--- config.mk ---
export PLATFORM = sky130hd
export DESIGN_NAME = lru_tracker
export DESIGN_NICKNAME = d
export VERILOG_FILES = /design/src/source/cache_pkg.sv /design/src/source/lru_tracker.sv
export SDC_FILE = /design/constraint.sdc
export NUM_CORES = 1
export LEC_CHECK = 0
export BUFFER_PORTS_ARGS = -buffer_cell sky130_fd_sc_hd__buf_2
export CAP_MARGIN = 20
export CORE_MARGIN = 2
export CORE_UTILIZATION = 60
export CTS_CLUSTER_DIAMETER = 100
export DETAILED_ROUTE_END_ITERATION = 12
export HOLD_SLACK_MARGIN = 0.1
export PLACE_DENSITY = 0.85
export SLEW_MARGIN = 25
export SYNTH_ARGS = -nofsm -noshare
export SYNTH_HDL_FRONTEND = slang
export SYNTH_SLANG_ARGS = --single-unit
--- constraint.sdc ---
create_clock -name clk -period 3.59 [get_ports clk]
set_input_delay 0.5385 -clock clk [delete_from_list [all_inputs] [get_ports clk]]
set_output_delay 0.5385 -clock clk [all_outputs]
set_load 0.1 [all_outputs]
--- src/source/cache_pkg.sv ---
package cache_pkg;

    // ----------------------------------------
    // Geometry.
    // ----------------------------------------
    localparam int WAYS       = 4;
    localparam int WAY_W      = 2;
    localparam int ADDR_W     = 64;
    localparam int REG_W      = 64;
    localparam int LINE_BYTES = 64;
    localparam int LINE_W     = 512;
    localparam int LINE_WORDS = 16;
    localparam int WORD_OFS_W = 4;
    localparam int BYTE_OFS_W = 2;

    // Full offset within a line.
    localparam int OFS_W = WORD_OFS_W + BYTE_OFS_W;

    // ----------------------------------------
    // Types.
    // ----------------------------------------

    // RISC-V store width.
    typedef enum logic [1:0] {
        SIZE_B = 2'd0,
        SIZE_H = 2'd1,
        SIZE_W = 2'd2,
        SIZE_D = 2'd3
    } store_size_e;

    // Single-cycle command strobes from the controller.
    typedef struct packed {
        logic store_en;
        logic refill_en;
        logic touch_en;
    } cache_cmd_t;

    // One cache line, seen as bytes for stores and as words for loads.
    typedef union packed {
        logic [LINE_BYTES-1:0][7:0] bytes;
        logic [LINE_WORDS-1:0][31:0] words;
    } line_t;

endpackage

--- src/source/lru_tracker.sv ---
`timescale 1ns/1ps

module lru_tracker #(
    parameter int SET_COUNT = 16,
    localparam int IDX_W = $clog2(SET_COUNT)
) (
    input  logic                          clk,
    input  logic                          arstn,
    input  logic [IDX_W-1:0]              i_index,
    input  logic                          i_touch_en,
    input  logic [cache_pkg::WAY_W-1:0]   i_way,
    output logic [cache_pkg::WAY_W-1:0]   o_victim_way
);

    // Age 0 is least recently used, WAYS-1 most recent.
    logic [cache_pkg::WAY_W-1:0] age_q [SET_COUNT][cache_pkg::WAYS];

    logic [cache_pkg::WAYS-1:0] s_age_seen;

    // ----------------------------------------
    // Victim choice.
    // ----------------------------------------
    always_comb begin
        o_victim_way = '0;
        for (int w = cache_pkg::WAYS - 1; w >= 0; w--) begin
            if (age_q[i_index][w] == '0) begin
                o_victim_way = cache_pkg::WAY_W'(w);
            end
        end
    end

    // ----------------------------------------
    // Age update.
    // ----------------------------------------
    always_ff @(posedge clk or negedge arstn) begin
        if (~arstn) begin
            for (int s = 0; s < SET_COUNT; s++) begin
                for (int w = 0; w < cache_pkg::WAYS; w++) begin
                    age_q[s][w] <= cache_pkg::WAY_W'(w);
                end
            end
        end else if (i_touch_en) begin
            for (int w = 0; w < cache_pkg::WAYS; w++) begin
                if (age_q[i_index][w] > age_q[i_index][i_way]) begin
                    age_q[i_index][w] <= age_q[i_index][w] - 1'b1;
                end
            end
            age_q[i_index][i_way] <= cache_pkg::WAY_W'(cache_pkg::WAYS - 1);
        end
    end

    // Each age value shows up exactly once.
    always_comb begin
        s_age_seen = '0;
        for (int w = 0; w < cache_pkg::WAYS; w++) begin
            s_age_seen[age_q[i_index][w]] = 1'b1;
        end
    end

    ages_distinct: assert property (
        @(posedge clk) disable iff (~arstn) &s_age_seen
    ) else $error("LRU ages of the set are not a permutation.");

endmodule

==> run summary <==
Hold-fix buffers, CTS: 0
Post-DRT Antenna Nets: 0
YS warnings: 0
Die area: 12200 um^2
Final setup vio count: 0
Post-DP Area: 7400 um^2
Share of cells above drive strength 1: 35.8%
Min-delay worst type: in2async
Least-Margin Pin Slew: 0.897 ns
N_diodes: 0
Number of synthesized flops with an enable pin: 0
Pre-CTS setup slack: -0.454 ns
CTS tree: built
Core Rows: 38
Post-Syn Instances: 550
Slew Limit Fails: 0
Register with the most flip-flops: age_q
Crit end category: flip-flop
Port Buf Inserts: 10
WS Path Type: in2reg
Setup Skew: 0.00790 ns
H-tree depth: 4
Most frequent cells in the layout: 100 x o22a_1, 64 x dfstp_2, 64 x dfrtp_1
Die Wd: 110 um
Area growth syn-to-layout: 18.5%
DRT Pass-1 Iters: 7
Status: finished clean
CTS Root Cell: clkbuf_16
Core area: 10900 um^2
Setup bufs post-CTS: 0
Power density cells: 993 nW/um^2
Worst setup SP type: input port
Clock Latency Late Sink: 0.43 ns
Mean Syn Cell Area: 12.4 um^2
Synth top area share: 24.7%
Initial antenna violation count: 0
CTS sink cnt: 128
Synth area leader: dfstp_2
Most common library cell in the layout ignoring fill and taps: o22a_1
Gr usage total: 35.5%
Max VDD drop: 0.000741 V
Register area share after synthesis: 48.3%
Netlist cell types: 44
Drt drc: 0
Vias: 5664
Max FFs per register: 128
Final period utilization: 98.9%
GP Congestion: 0.977
Largest regs: age_q x128
Synth Register Bits: 128
Fillers: 670
Total wire length: 21.1 mm
WP data arrival: 3.92 ns
Drt first-iter violations: 788
MaxCap Viol Count: 0
Fin. Hold Viols: 0
Die H: 110 um
Dominant synthesized flop cell: dfstp_2
Fin crit period: 3.55 ns
CP Max Fanout: 9
Leak: 0.00311 uW
Vias per cell: 7.50
Async S/R FF share, synth: 100%
Post-Synthesis Cell Area: 6800 um^2
Gr ovfl total: 0
Top post-synthesis cells by area: dfstp_2 25%, dfrtp_1 24%, o22a_1 13%
Final worst setup slack: 0.0407 ns
Rel. slew slack: 40.2%
Syn Nets: 571
HPWL Detailed: 14.4 mm
Worst Path Required: 3.96 ns
First-pass GRT wire length: 33.2 mm
Initial Util: 62.2%
CTS clk-pin slew, worst paths: 0.06 ns
Drt wl/cell: 27.9 um
RSZ-0062 raised after global routing: true
Num CTS Buffers: 17
Largest net degree at the start of global routing: 69
Fmax: 282 MHz
Deepest clock path buffer count: 2
Nets: 623
Fin area: 8060 um^2
# IOs: 11
Vias in the first global route: 6009
## worst max-delay path, stage by stage
cell and delay [ns]:
clkbuf_4 0.24, mux4_1 0.64, a22oi_1 0.24, buf_4 0.16
nand2_1 0.09, mux4_2 0.53, ha_1 0.22, nor2b_1 0.21
o21ai_0 0.10, buf_4 0.15, buf_4 0.19, a211oi_1 0.40
o22a_1 0.20
## layer usage
metal  wire [um]  share of wire [%]  track usage [%]  vias to the layer above
met5           0                  0                0                        -
li1            -                  -                -                     2303
met3        2480                 12             10.2                      106
met1        7790                 37             45.9                     2791
met2        9680                 46             54.6                      464
met4        1120                5.3             19.0                        0
## report_power, final
part / total, uW / internal, uW / switching [uW]
logic: 3270 / 1610 / 1670
clock network: 1840 / 1180 / 664
registers: 2890 / 2430 / 451
total: 8000 / 5220 / 2780
## timing repair
action / 4_1_cts / 5_1_grt
endpoints found under the setup margin: 13 / 83
resized for setup: 1 / 7
pin swaps: 0 / 0
## metrics by stage
stage	instances	total power (uW)	util [%]	TNS (ns)	hold slack (ns)
global placement	723	5800	67.7	-33.39	0.450
detailed placement	723	5970	67.7	-38.64	0.458
global route	755	8330	73.7	-0.342	0.246
finish	755	8000	73.7	0	0.174
CTS	755	7870	73.4	0	0.210
floorplan	550	4740	-	-0.0854	0.243
## cell type report
class,count,area [um^2],share of cell area (%)
clock buffers,19,443,5.49
repair buffers,78,671,8.32
flip-flops and latches,128,3280,40.7
clock inverters,13,185,2.30
inverters,23,86.3,1.07
well taps,140,175,2.17
multi-input cells,354,3220,39.9
## cells in the mapped netlist (5+ instances only)
cell,n
nor2b_1,9
nand2_1,32
o211ai_1,7
a2bb2oi_1,18
buf_2,15
nor2_1,14
nand2b_1,5
a21oi_1,24
clkbuf_1,20
nand3_1,12
a22o_1,8
a211oi_1,36
mux4_2,26
dfrtp_1,64
dfstp_2,64
o32a_1,7
ha_1,12
buf_6,5
mux4_1,8
inv_1,22
a22oi_1,5
o22a_1,100
## logic make-up after synthesis
| group | count (synthesis) | synth area share, % |
|---|---|---|
| AOI/OAI and AO/OA | 222 | 26.9 |
| DFF | 128 | 48.3 |
| and+or+nand+nor | 86 | 5.96 |
| buffers and inverters | 68 | 4.99 |
| muxes | 34 | 11.7 |
| adders and majority gates | 12 | 2.21 |
## final timing paths
kind	startpoint	to	slack [ns]	cells after the start
max reg2reg	age_q[20]$_DFFE_PN1P_	age_q[55]$_DFFE_PN0P_	0.12	12
min	arstn	age_q[62]$_DFFE_PN0P_	0.17	1
max in group asynchronous	arstn	age_q[104]$_DFFE_PN1P_	2.55	2
max	i_index[0]	age_q[55]$_DFFE_PN0P_	0.04	13
min in group clk	age_q[120]$_DFFE_PN1P_	age_q[120]$_DFFE_PN1P_	0.47	2
min reg2reg	age_q[120]$_DFFE_PN1P_	age_q[120]$_DFFE_PN1P_	0.47	2
Note: power is estimated with default switching activity, not from simulation.
