`config.mk`:
```
export PLATFORM = sky130hd
export DESIGN_NAME = store_lane_gen
export DESIGN_NICKNAME = d
export VERILOG_FILES = /design/src/source/cache_pkg.sv /design/src/source/store_lane_gen.sv
export SDC_FILE = /design/constraint.sdc
export NUM_CORES = 1
export LEC_CHECK = 0
export BUFFER_PORTS_ARGS = -buffer_cell sky130_fd_sc_hd__buf_4
export CAP_MARGIN = 20
export CELL_PAD_IN_SITES_DETAIL_PLACEMENT = 0
export CELL_PAD_IN_SITES_GLOBAL_PLACEMENT = 1
export CORE_AREA = 2 2 252 254
export DETAILED_ROUTE_END_ITERATION = 8
export DIE_AREA = 0 0 254 256
export PLACE_DENSITY = 0.4
export SYNTH_ARGS = -nofsm -noshare
export SYNTH_HDL_FRONTEND = slang
export SYNTH_SLANG_ARGS = --single-unit
```
`constraint.sdc`:
```
create_clock -name vclk -period 3.95
set_input_delay 0.79 -clock vclk [all_inputs]
set_output_delay 0.79 -clock vclk [all_outputs]
set_load 0.1 [all_outputs]
```
`src/source/cache_pkg.sv`:
```
package cache_pkg;

    // ----------------------------------------
    // Geometry.
    // ----------------------------------------
    localparam int WAYS       = 4;
    localparam int WAY_W      = 2;
    localparam int ADDR_W     = 64;
    localparam int REG_W      = 64;
    localparam int LINE_BYTES = 64;
    localparam int LINE_W     = 512;
    localparam int LINE_WORDS = 16;
    localparam int WORD_OFS_W = 4;
    localparam int BYTE_OFS_W = 2;

    // Full offset within a line.
    localparam int OFS_W = WORD_OFS_W + BYTE_OFS_W;

    // ----------------------------------------
    // Types.
    // ----------------------------------------

    // RISC-V store width.
    typedef enum logic [1:0] {
        SIZE_B = 2'd0,
        SIZE_H = 2'd1,
        SIZE_W = 2'd2,
        SIZE_D = 2'd3
    } store_size_e;

    // Single-cycle command strobes from the controller.
    typedef struct packed {
        logic store_en;
        logic refill_en;
        logic touch_en;
    } cache_cmd_t;

    // One cache line, seen as bytes for stores and as words for loads.
    typedef union packed {
        logic [LINE_BYTES-1:0][7:0] bytes;
        logic [LINE_WORDS-1:0][31:0] words;
    } line_t;

endpackage

```
`src/source/store_lane_gen.sv`:
```
`timescale 1ns/1ps

module store_lane_gen (
    input  cache_pkg::store_size_e             i_size,
    input  logic [cache_pkg::OFS_W-1:0]        i_offset,
    input  logic [cache_pkg::REG_W-1:0]        i_wdata,
    output logic                               o_misaligned,
    output logic [cache_pkg::LINE_BYTES-1:0]   o_byte_mask,
    output logic [cache_pkg::LINE_W-1:0]       o_lane_data
);

    logic [cache_pkg::BYTE_OFS_W-1:0] s_byte_ofs;
    logic                             s_word_ofs_lsb;
    logic                             s_mis_h;
    logic                             s_mis_w;
    logic                             s_mis_d;
    logic [cache_pkg::LINE_BYTES-1:0] s_base_mask;

    assign s_byte_ofs     = i_offset[cache_pkg::BYTE_OFS_W-1:0];
    assign s_word_ofs_lsb = i_offset[cache_pkg::BYTE_OFS_W];

    // ----------------------------------------
    // Misalignment.
    // ----------------------------------------
    assign s_mis_h = s_byte_ofs[0];
    assign s_mis_w = |s_byte_ofs;
    assign s_mis_d = s_mis_w | s_word_ofs_lsb;

    always_comb begin
        case (i_size)
            cache_pkg::SIZE_H: o_misaligned = s_mis_h;
            cache_pkg::SIZE_W: o_misaligned = s_mis_w;
            cache_pkg::SIZE_D: o_misaligned = s_mis_d;
            default:           o_misaligned = 1'b0;
        endcase
    end

    // ----------------------------------------
    // Byte mask and lane data.
    // ----------------------------------------

    // Mask of the store width, placed at byte zero.
    always_comb begin
        case (i_size)
            cache_pkg::SIZE_H: s_base_mask = cache_pkg::LINE_BYTES'(8'h03);
            cache_pkg::SIZE_W: s_base_mask = cache_pkg::LINE_BYTES'(8'h0f);
            cache_pkg::SIZE_D: s_base_mask = cache_pkg::LINE_BYTES'(8'hff);
            default:           s_base_mask = cache_pkg::LINE_BYTES'(8'h01);
        endcase
    end

    assign o_byte_mask = s_base_mask << i_offset;

    // Every lane of the store width carries the same data.
    always_comb begin
        case (i_size)
            cache_pkg::SIZE_H:
                o_lane_data = {(cache_pkg::LINE_W / 16){i_wdata[15:0]}};
            cache_pkg::SIZE_W:
                o_lane_data = {(cache_pkg::LINE_W / 32){i_wdata[31:0]}};
            cache_pkg::SIZE_D:
                o_lane_data = {(cache_pkg::LINE_W / cache_pkg::REG_W){i_wdata}};
            default:
                o_lane_data = {cache_pkg::LINE_BYTES{i_wdata[7:0]}};
        endcase
    end

endmodule

```
==> flow_metrics.env <==
export IMPL_final_nets=1001
export IMPL_worst_setup_path_start_kind="input port"
export IMPL_hold_path_class="input port to output port"
export IMPL_clock_buffers=0
export IMPL_io_pins=649
export IMPL_drv_slew=0
export IMPL_synth_warnings=0
export IMPL_dr_total_vias=5279
export IMPL_ctsResizeCount=0
export IMPL_crit_type="input port to output port"
export IMPL_dp_hpwl_um=21400
export IMPL_fp_dieW_um=254
export IMPL_crit_required_ns=3.16
export IMPL_syn_nets=826
export IMPL_synth_most_common_cell="buf_4"
export IMPL_post_cts_buffers=0
export IMPL_core_area_um2=62400
export IMPL_synth_xor_area_share=0.00159
export IMPL_cp_max_fo=24
export IMPL_wl_um=25600
export IMPL_cp_end_kind="output port"
export IMPL_synth_seq_area_share=0
export IMPL_synth_area_per_cell_um2=7.31
export IMPL_wl_met1_um=9800
export IMPL_dieHeight_um=256
export IMPL_power_density_nw_per_um2=570
export IMPL_yosys_top_cells_count="buf_4, nor2_1, mux2_2, nand2_1"
export IMPL_portBuffers=649
export IMPL_drtPass1Iterations=4
export IMPL_drive_above_1_share=0.805
export IMPL_grt_start_max_net_pins=44
export IMPL_synth_area_leaders="buf_4, mux2_2, nor2_1"
export IMPL_syn_area_um2=5510
export IMPL_antenna_found_initial=1
export IMPL_grt_total_usage=0.0689
export IMPL_top_layer_used="met4"
export IMPL_place_congestion=0.733
export IMPL_synthAdderAreaFrac=0.00204
export IMPL_drt_wirelength_per_cell_um=14.4
export IMPL_dpl_cell_area_um2=8110
export IMPL_ir_worst_vdd_mv=0.184
export IMPL_start_util=0.0883
export IMPL_fp_row_count=92
export IMPL_max_cap_violations=0
export IMPL_slowest_stage="buf_4"
export IMPL_antenna_cells=0
export IMPL_critical_path_max_stage_delay_ns=0.40
export IMPL_fmax_mhz=308
export IMPL_stdcell_count=1773
export IMPL_worst_pin_slew_ns=0.680
export IMPL_fp_dieArea_um2=65000
export IMPL_synth_top_area_frac=0.629
export IMPL_cp_cell_sequence="buf_4, buf_4, mux2_2, mux2_2, buf_4"
export IMPL_rsz0062_at_grt="false"
export IMPL_post_route_min_period_ns=3.25
export IMPL_drt_iter0_drc=145
export IMPL_synthCells=754
export IMPL_grt_pass1_wl_um=34300
export IMPL_period_share=0.823
export IMPL_hold_violations=0
export IMPL_nFillCells=7205
export IMPL_areaGrowthSynthToFinish_pct=47.1
export IMPL_cp_arrival_ns=2.46
export IMPL_vias_per_cell=2.98
export IMPL_postCtsHoldBufs=0
export IMPL_slew_headroom=0.546
export IMPL_grt_pass1_vias=4706
export IMPL_yosysTopAreaCell="buf_4"
export IMPL_status="completed"
export IMPL_yosys_mux_area_fraction=0.144
export IMPL_place_inst=1773
export IMPL_postLayoutCellArea_um2=8110
export IMPL_leakage_uw=0.00396
export IMPL_postRouteAntennaNets=0
export IMPL_synthSimpleGateAreaFrac=0.0876
export IMPL_final_seq_area_um2=0
export IMPL_overflow=0
export IMPL_synth_compound_area_frac=0.107
export IMPL_numSequentialCells=0
export IMPL_routed_wl_met3_um=1600
export IMPL_crit_top_cell="buf_4"
export IMPL_dr_wl_met2_um=14000
export IMPL_synth_top_family_by_area="buffers and inverters"
export IMPL_route_detailed_drc=0
export IMPL_finalSetupTns_ns=0
export IMPL_multi_input_area_um2=2020
export IMPL_synth_cell_types=42
export IMPL_setup_violations=0
## power by group
group	internal (uW)	leakage (uW)	switching [uW]
clock	0	0	0
sequential	0	0	0
combinational	716	0.00396	3910
## placed cells by master (no fill, tap or decap), types with 5 or more instances in the layout
master	n
a211o_1	10
a21oi_1	8
a21oi_2	10
buf_4	656
inv_1	11
mux2_2	40
mux2i_1	16
mux4_2	8
nand2_1	19
nand2b_1	6
nand3_1	6
nor2_1	50
nor2b_1	5
o21ai_0	6
o21ai_2	8
o22ai_1	14
o32ai_2	9
or2_2	5
## path summary, 6_finish.rpt
check                  start               end  slack, ns  cells after the start
setup / recovery   i_size[0]   o_lane_data[26]       0.70                      5
hold / removal    i_wdata[4]  o_lane_data[452]       1.99                      2
## metrics by stage
step,hold WS (ns),worst slack [ns],utilization,power [uW]
2_1_floorplan,1.79,-0.622,-,4270
4_1_cts,1.99,0.567,0.130,4650
3_3_place_gp,1.99,0.572,0.130,4660
5_1_grt,2.00,0.537,0.130,4720
3_5_place_dp,2.00,0.568,0.130,4650
6_report,1.99,0.698,0.130,4620
## kinds of logic (layout without fill, tap and decap cells)
group           count (synthesis)  after routing
buf+inv                       499            672
xor+xnor                        1              1
mux                            64             64
simple gates                  105            105
compound gates                 84             84
fa+ha+maj                       1              1
## per-layer routing
metal / vias up / GRT usage
met2: 377 / 0.141
met4: 0 / 0.00408
met1: 2506 / 0.0808
met5: - / 0
li1: 2388 / -
met3: 8 / 0.00285
## critical path, delay by kind of cell
| family | cells | cell delay [ns] |
|---|---|---|
| muxes | 2 | 0.75 |
| buffers and inverters | 3 | 0.84 |
## final cells by class
cell class	instances	area share
multi-input cells	255	0.249
well taps	846	0.131
inverters	13	0.00602
repair buffers	659	0.615
No activity file was read; power rests on OpenSTA's default activity.
