[src/source/cache_pkg.sv]
package cache_pkg;

    // ----------------------------------------
    // Geometry.
    // ----------------------------------------
    localparam int WAYS       = 4;
    localparam int WAY_W      = 2;
    localparam int ADDR_W     = 64;
    localparam int REG_W      = 64;
    localparam int LINE_BYTES = 64;
    localparam int LINE_W     = 512;
    localparam int LINE_WORDS = 16;
    localparam int WORD_OFS_W = 4;
    localparam int BYTE_OFS_W = 2;

    // Full offset within a line.
    localparam int OFS_W = WORD_OFS_W + BYTE_OFS_W;

    // ----------------------------------------
    // Types.
    // ----------------------------------------

    // RISC-V store width.
    typedef enum logic [1:0] {
        SIZE_B = 2'd0,
        SIZE_H = 2'd1,
        SIZE_W = 2'd2,
        SIZE_D = 2'd3
    } store_size_e;

    // Single-cycle command strobes from the controller.
    typedef struct packed {
        logic store_en;
        logic refill_en;
        logic touch_en;
    } cache_cmd_t;

    // One cache line, seen as bytes for stores and as words for loads.
    typedef union packed {
        logic [LINE_BYTES-1:0][7:0] bytes;
        logic [LINE_WORDS-1:0][31:0] words;
    } line_t;

endpackage

[src/source/tag_store.sv]
`timescale 1ns/1ps

module tag_store #(
    parameter int SET_COUNT = 16,
    localparam int IDX_W = $clog2(SET_COUNT),
    localparam int TAG_W = cache_pkg::ADDR_W - IDX_W - cache_pkg::OFS_W
) (
    input  logic                              clk,
    input  logic                              arstn,
    input  logic [IDX_W-1:0]                  i_index,
    input  logic [TAG_W-1:0]                  i_tag,
    input  logic                              i_store_en,
    input  logic                              i_refill_en,
    input  logic [cache_pkg::WAY_W-1:0]       i_victim_way,
    output logic                              o_hit,
    output logic [cache_pkg::WAY_W-1:0]       o_hit_way,
    output logic                              o_victim_dirty,
    output logic [cache_pkg::ADDR_W-1:0]      o_wb_addr
);

    logic [TAG_W-1:0]           tag_mem [SET_COUNT][cache_pkg::WAYS];
    logic [cache_pkg::WAYS-1:0] valid_q [SET_COUNT];
    logic [cache_pkg::WAYS-1:0] dirty_q [SET_COUNT];

    logic [cache_pkg::WAYS-1:0] s_match;

    // ----------------------------------------
    // Lookup.
    // ----------------------------------------
    always_comb begin
        for (int w = 0; w < cache_pkg::WAYS; w++) begin
            s_match[w] = valid_q[i_index][w] & (tag_mem[i_index][w] == i_tag);
        end
    end

    assign o_hit = |s_match;

    // Lowest matching way wins.
    always_comb begin
        o_hit_way = '0;
        for (int w = cache_pkg::WAYS - 1; w >= 0; w--) begin
            if (s_match[w]) begin
                o_hit_way = cache_pkg::WAY_W'(w);
            end
        end
    end

    assign o_victim_dirty = dirty_q[i_index][i_victim_way];
    assign o_wb_addr      = {tag_mem[i_index][i_victim_way], i_index,
                             {cache_pkg::OFS_W{1'b0}}};

    // ----------------------------------------
    // Updates.
    // ----------------------------------------
    always_ff @(posedge clk) begin
        if (i_refill_en) begin
            tag_mem[i_index][i_victim_way] <= i_tag;
        end
    end

    always_ff @(posedge clk or negedge arstn) begin
        if (~arstn) begin
            for (int s = 0; s < SET_COUNT; s++) begin
                valid_q[s] <= '0;
                dirty_q[s] <= '0;
            end
        end else if (i_store_en) begin
            dirty_q[i_index][o_hit_way] <= 1'b1;
        end else if (i_refill_en) begin
            // Fresh line from memory is clean.
            valid_q[i_index][i_victim_way] <= 1'b1;
            dirty_q[i_index][i_victim_way] <= 1'b0;
        end
    end

    store_needs_hit: assert property (
        @(posedge clk) disable iff (~arstn) i_store_en |-> o_hit
    ) else $error("Store issued on a miss.");

endmodule

[config.mk]
export PLATFORM = sky130hd
export DESIGN_NAME = tag_store
export DESIGN_NICKNAME = d
export VERILOG_FILES = /design/src/source/cache_pkg.sv /design/src/source/tag_store.sv
export SDC_FILE = /design/constraint.sdc
export NUM_CORES = 2
export LEC_CHECK = 0
export ABC_AREA = 0
export ABC_CLOCK_PERIOD_IN_PS = 8100
export BUFFER_PORTS_ARGS = -buffer_cell sky130_fd_sc_hd__buf_2
export CORE_AREA = 3 3 485 487
export CTS_BUF_LIST = sky130_fd_sc_hd__clkbuf_8
export DETAILED_ROUTE_END_ITERATION = 6
export DIE_AREA = 0 0 488 490
export HOLD_SLACK_MARGIN = 0.03
export MAX_ROUTING_LAYER = met4
export PLACE_DENSITY = 0.79
export SLEW_MARGIN = 20
export SYNTH_ARGS = -nofsm -noshare
export SYNTH_HDL_FRONTEND = slang
export SYNTH_SLANG_ARGS = --single-unit
[constraint.sdc]
create_clock -name clk -period 8.1 [get_ports clk]
set_clock_uncertainty 0.15 [all_clocks]
set_input_delay 1.62 -clock clk [delete_from_list [all_inputs] [get_ports clk]]
set_output_delay 1.62 -clock clk [all_outputs]
set_load 0.005 [all_outputs]
==> impl_results.md <==
* Number of global-route vias before repair at 91,800
* Crit-path cells: buf_16 > buf_12 > buf_12 > and2_1 > buf_4 > a22oi_1 > nand2_1 > o21ai_0 > a2111oi_0 > buf_4 > a22o_1 > buf_12 > and3_1 > and3_1 > buf_12 > nor2_1 > nand2_1 > buf_2
* Remaining DRCs at 5
* Nets at 9,055
* Post-Synth XOR/XNOR Area at 0.0110
* Post-synth cell types at 101
* Max-Cap Viols at 0
* Compound-Gate Fraction of Synth Area at 0.0501
* Run status: finished, violations left
* Setup crit end kind: output port
* Worst path max stage delay at 710 ps
* CP Data Required Time at 6330 ps
* Fin Setup TNS at -405 ps
* Most repeated library cell on the critical path: buf_12
* Fin crit period at 8260 ps
* Met3 WL at 106 mm
* IO Count at 132
* Post-Synth Adder-Cell Area at 0
* Clk root buf: clkbuf_8
* Pwr per Cell Area at 230 nW/µm²
* Async S/R FF share, synth at 0.0357
* Main combinational cell family by area after synthesis: multiplexers
* Post-synthesis simple-gate area fraction at 0.0303
* DP HPWL at 394 mm
* Max clock buf depth at 4
* Area share of the largest cell type after synthesis at 0.692
* Syn Area/Cell at 18.8 µm²
* Gate Count Post-Synth at 7,971
* CTS buffer count at 584
* Sink Count at 3,584
* F_max at 121 MHz
* Mux share of post-synthesis cell area at 0.173
* Placeable Area at 232,000 µm²
* Fill cells at 13,400
* Yosys warnings at 0
* Crit Path Class: in2out
* CTS tree: done
* Post-route antenna net violation count at 0
* H-tree levels at 6
* Main synth FF type: edfxtp_1
* Grt total ovfl at 0
* Crit path max-delay family: buffers and inverters
* Hold crit path type: in2async
* CP Data Arrival Time at 6490 ps
* Worst-Margin Slew at 1340 ps
* Worst Setup Start Kind: input port
* Layout cells sized above 1 at 0.289
* Worst Slack Setup Final at -155 ps
* Gr usage total at 0.531
* First-pass GRT wire length at 811 mm
* Syn Std Cell Area at 150,000 µm²
* DRT Wirelength at 614 mm
* Port-buffer cells at 125
* Total die area at 239,000 µm²
* Slew HR at 0.110
* Gpl congestion at 1.11
* Sequential share of the synthesized area at 0.714
* Leak at 0.0576 µW
* Seq. cell area at 107,000 µm²
* Buffers plus inverters on the worst setup path at 8
* Vias at 97,400
* Pre-CTS setup slack at -858 ps
* Failing checks: design-rule violations, negative setup slack
* EDFF count, synth at 3,456
* Hold WS at 288 ps
* Crit Path Max Fanout at 34
* # setup viols final at 3
* Row cnt at 177
* WL per Instance at 49.1 µm
* Slowest stage cell on the critical path: nand2_1
* Pin count of the biggest net entering global routing at 93
* Die X at 488 µm
* Vert. Die Dim at 490 µm
* Met1 Wirelength at 194 mm
* Highest routed layer: met4
* Final hold vios at 0
* Multi-input gate area at 40,300 µm²
* Clk pin slew, worst setup/hold paths at 70 ps
* Initial antenna violation count at 72
* Clock latency on the worst-skew pair at 1180 ps
* Initial Utilization at 0.647
* Synthesized flop and latch total at 3,584
* DRT Pass-1 Iters at 7
* Period utilisation layout at 1.02
* Most area-consuming cells after synthesis: edfxtp_1, mux4_2, mux2i_1
* Fin. max-slew vios at 0
* Met2 wire length at 256 mm
* Yosys top cell by area: edfxtp_1
* Final Core Density at 0.734
* Maximum VDD drop at 0.000248 V
* Vias per std cell at 7.79
* Area growth from synthesis to layout at 13.5%
* Initial detailed-routing violation count at 21,200
## what timing repair did
action | CTS | global route
setup buffers | 4 | 8
hold endpoints to repair | 0 | 0
resized for setup | 14 | 8
setup endpoints to repair | 3 | 3
gates cloned | 1 | 0
pin swaps | 2 | 3
hold buffers | 0 | 0
## synthesized netlist by cell type, drive strengths merged (14+ instances only)
cell type and n:
o211ai 34, o221ai 17, and3 27, a31o 21, inv 36, o21bai 52, a22oi 144, a21o 14
a211oi 63, a311oi 16, a2111oi 19, o21ai 191, mux2 156, clkbuf 205, nand3 60, nand2b 17
edfxtp 3456, a221oi 39, nor2b 21, xnor2 159, o31a 22, mux4 801, a21oi 110, nor2 250
clkinv 16, dfrtp 128, nor3 53, o22ai 104, nand2 399, a31oi 34, buf 318, nand4 36
o31ai 48, or2 14, and2 28, xor2 30, nor4 31, mux2i 602
## worst register-to-register path, delay by kind of cell (launching register included)
| kind | cells | cell delay (ps) |
|---|---|---|
| and+or+nand+nor | 4 | 1950 |
| buffers and inverters | 2 | 620 |
| AOI/OAI and AO/OA | 4 | 1590 |
| DFF | 1 | 370 |
| muxes | 1 | 550 |
## placed cells by master, fill, tap and decap left out, types with 128 or more instances in the layout
cell type and n:
mux4_2 776, xnor2_1 158, mux2i_1 597, edfxtp_1 3456
dfrtp_1 128, buf_4 702, o21ai_0 188, clkbuf_8 600
a22oi_1 144, nor2_1 192, inv_1 208, mux2_2 154
clkinv_1 139, nand2_1 397
## stage by stage
step	power [µW]	std cells	cell area (µm²)
final	39100	12500	170000
after global routing	39800	12500	170000
after CTS	38800	12400	170000
after detailed placement	24800	11400	160000
after global placement	24800	11400	160000
after floorplan	22700	7976	150000
## layer usage
layer,vias up,global-route usage
met2,10900,0.701
li1,35000,-
met5,-,-
met1,49000,0.664
met3,2445,0.217
met4,0,0.385
## report_power, final
group	switching [µW]	internal, µW	total (µW)
Clock	7300	7090	14400
Combinational	2850	1310	4150
Sequential	66.5	20500	20600
## layout make-up
| cell class | count | share of cell area |
|---|---|---|
| multi-input combinational | 3813 | 0.237 |
| tap | 3043 | 0.0224 |
| timing repair buffer | 956 | 0.0503 |
| inverter | 52 | 0.00128 |
| clock inverter | 395 | 0.0116 |
| clock buffer | 599 | 0.0484 |
| sequential | 3584 | 0.628 |
| antenna | 65 | 0.000955 |
## sequential cells by signal, summed over array words and instances (netlist names)
name,cells
valid_q,64
dirty_q,64
tag_mem,3456
## cells by family after synthesis
group	count (synthesis)
muxes	1559
and+or+nand+nor	989
DFF	3584
AOI/OAI and AO/OA	1070
xor gates and xnor gates	189
buffers and inverters	579
other	1
## final timing paths
kind	from	to	slack, ps	cells past startpoint
max in group asynchronous	arstn	dirty_q[32]$_DFFE_PN0P_	6300	2
worst max register to register	tag_mem[15][86]$_DFFE_PP_	dirty_q[32]$_DFFE_PN0P_	2780	11
worst min register to register	valid_q[58]$_DFFE_PN0P_	valid_q[58]$_DFFE_PN0P_	310	1
worst max-delay path	i_index[0]	o_hit	-160	18
worst min-delay path	arstn	valid_q[45]$_DFFE_PN0P_	290	1
min in group clk	valid_q[58]$_DFFE_PN0P_	valid_q[58]$_DFFE_PN0P_	310	1
Note: power is estimated with default switching activity, not from simulation.
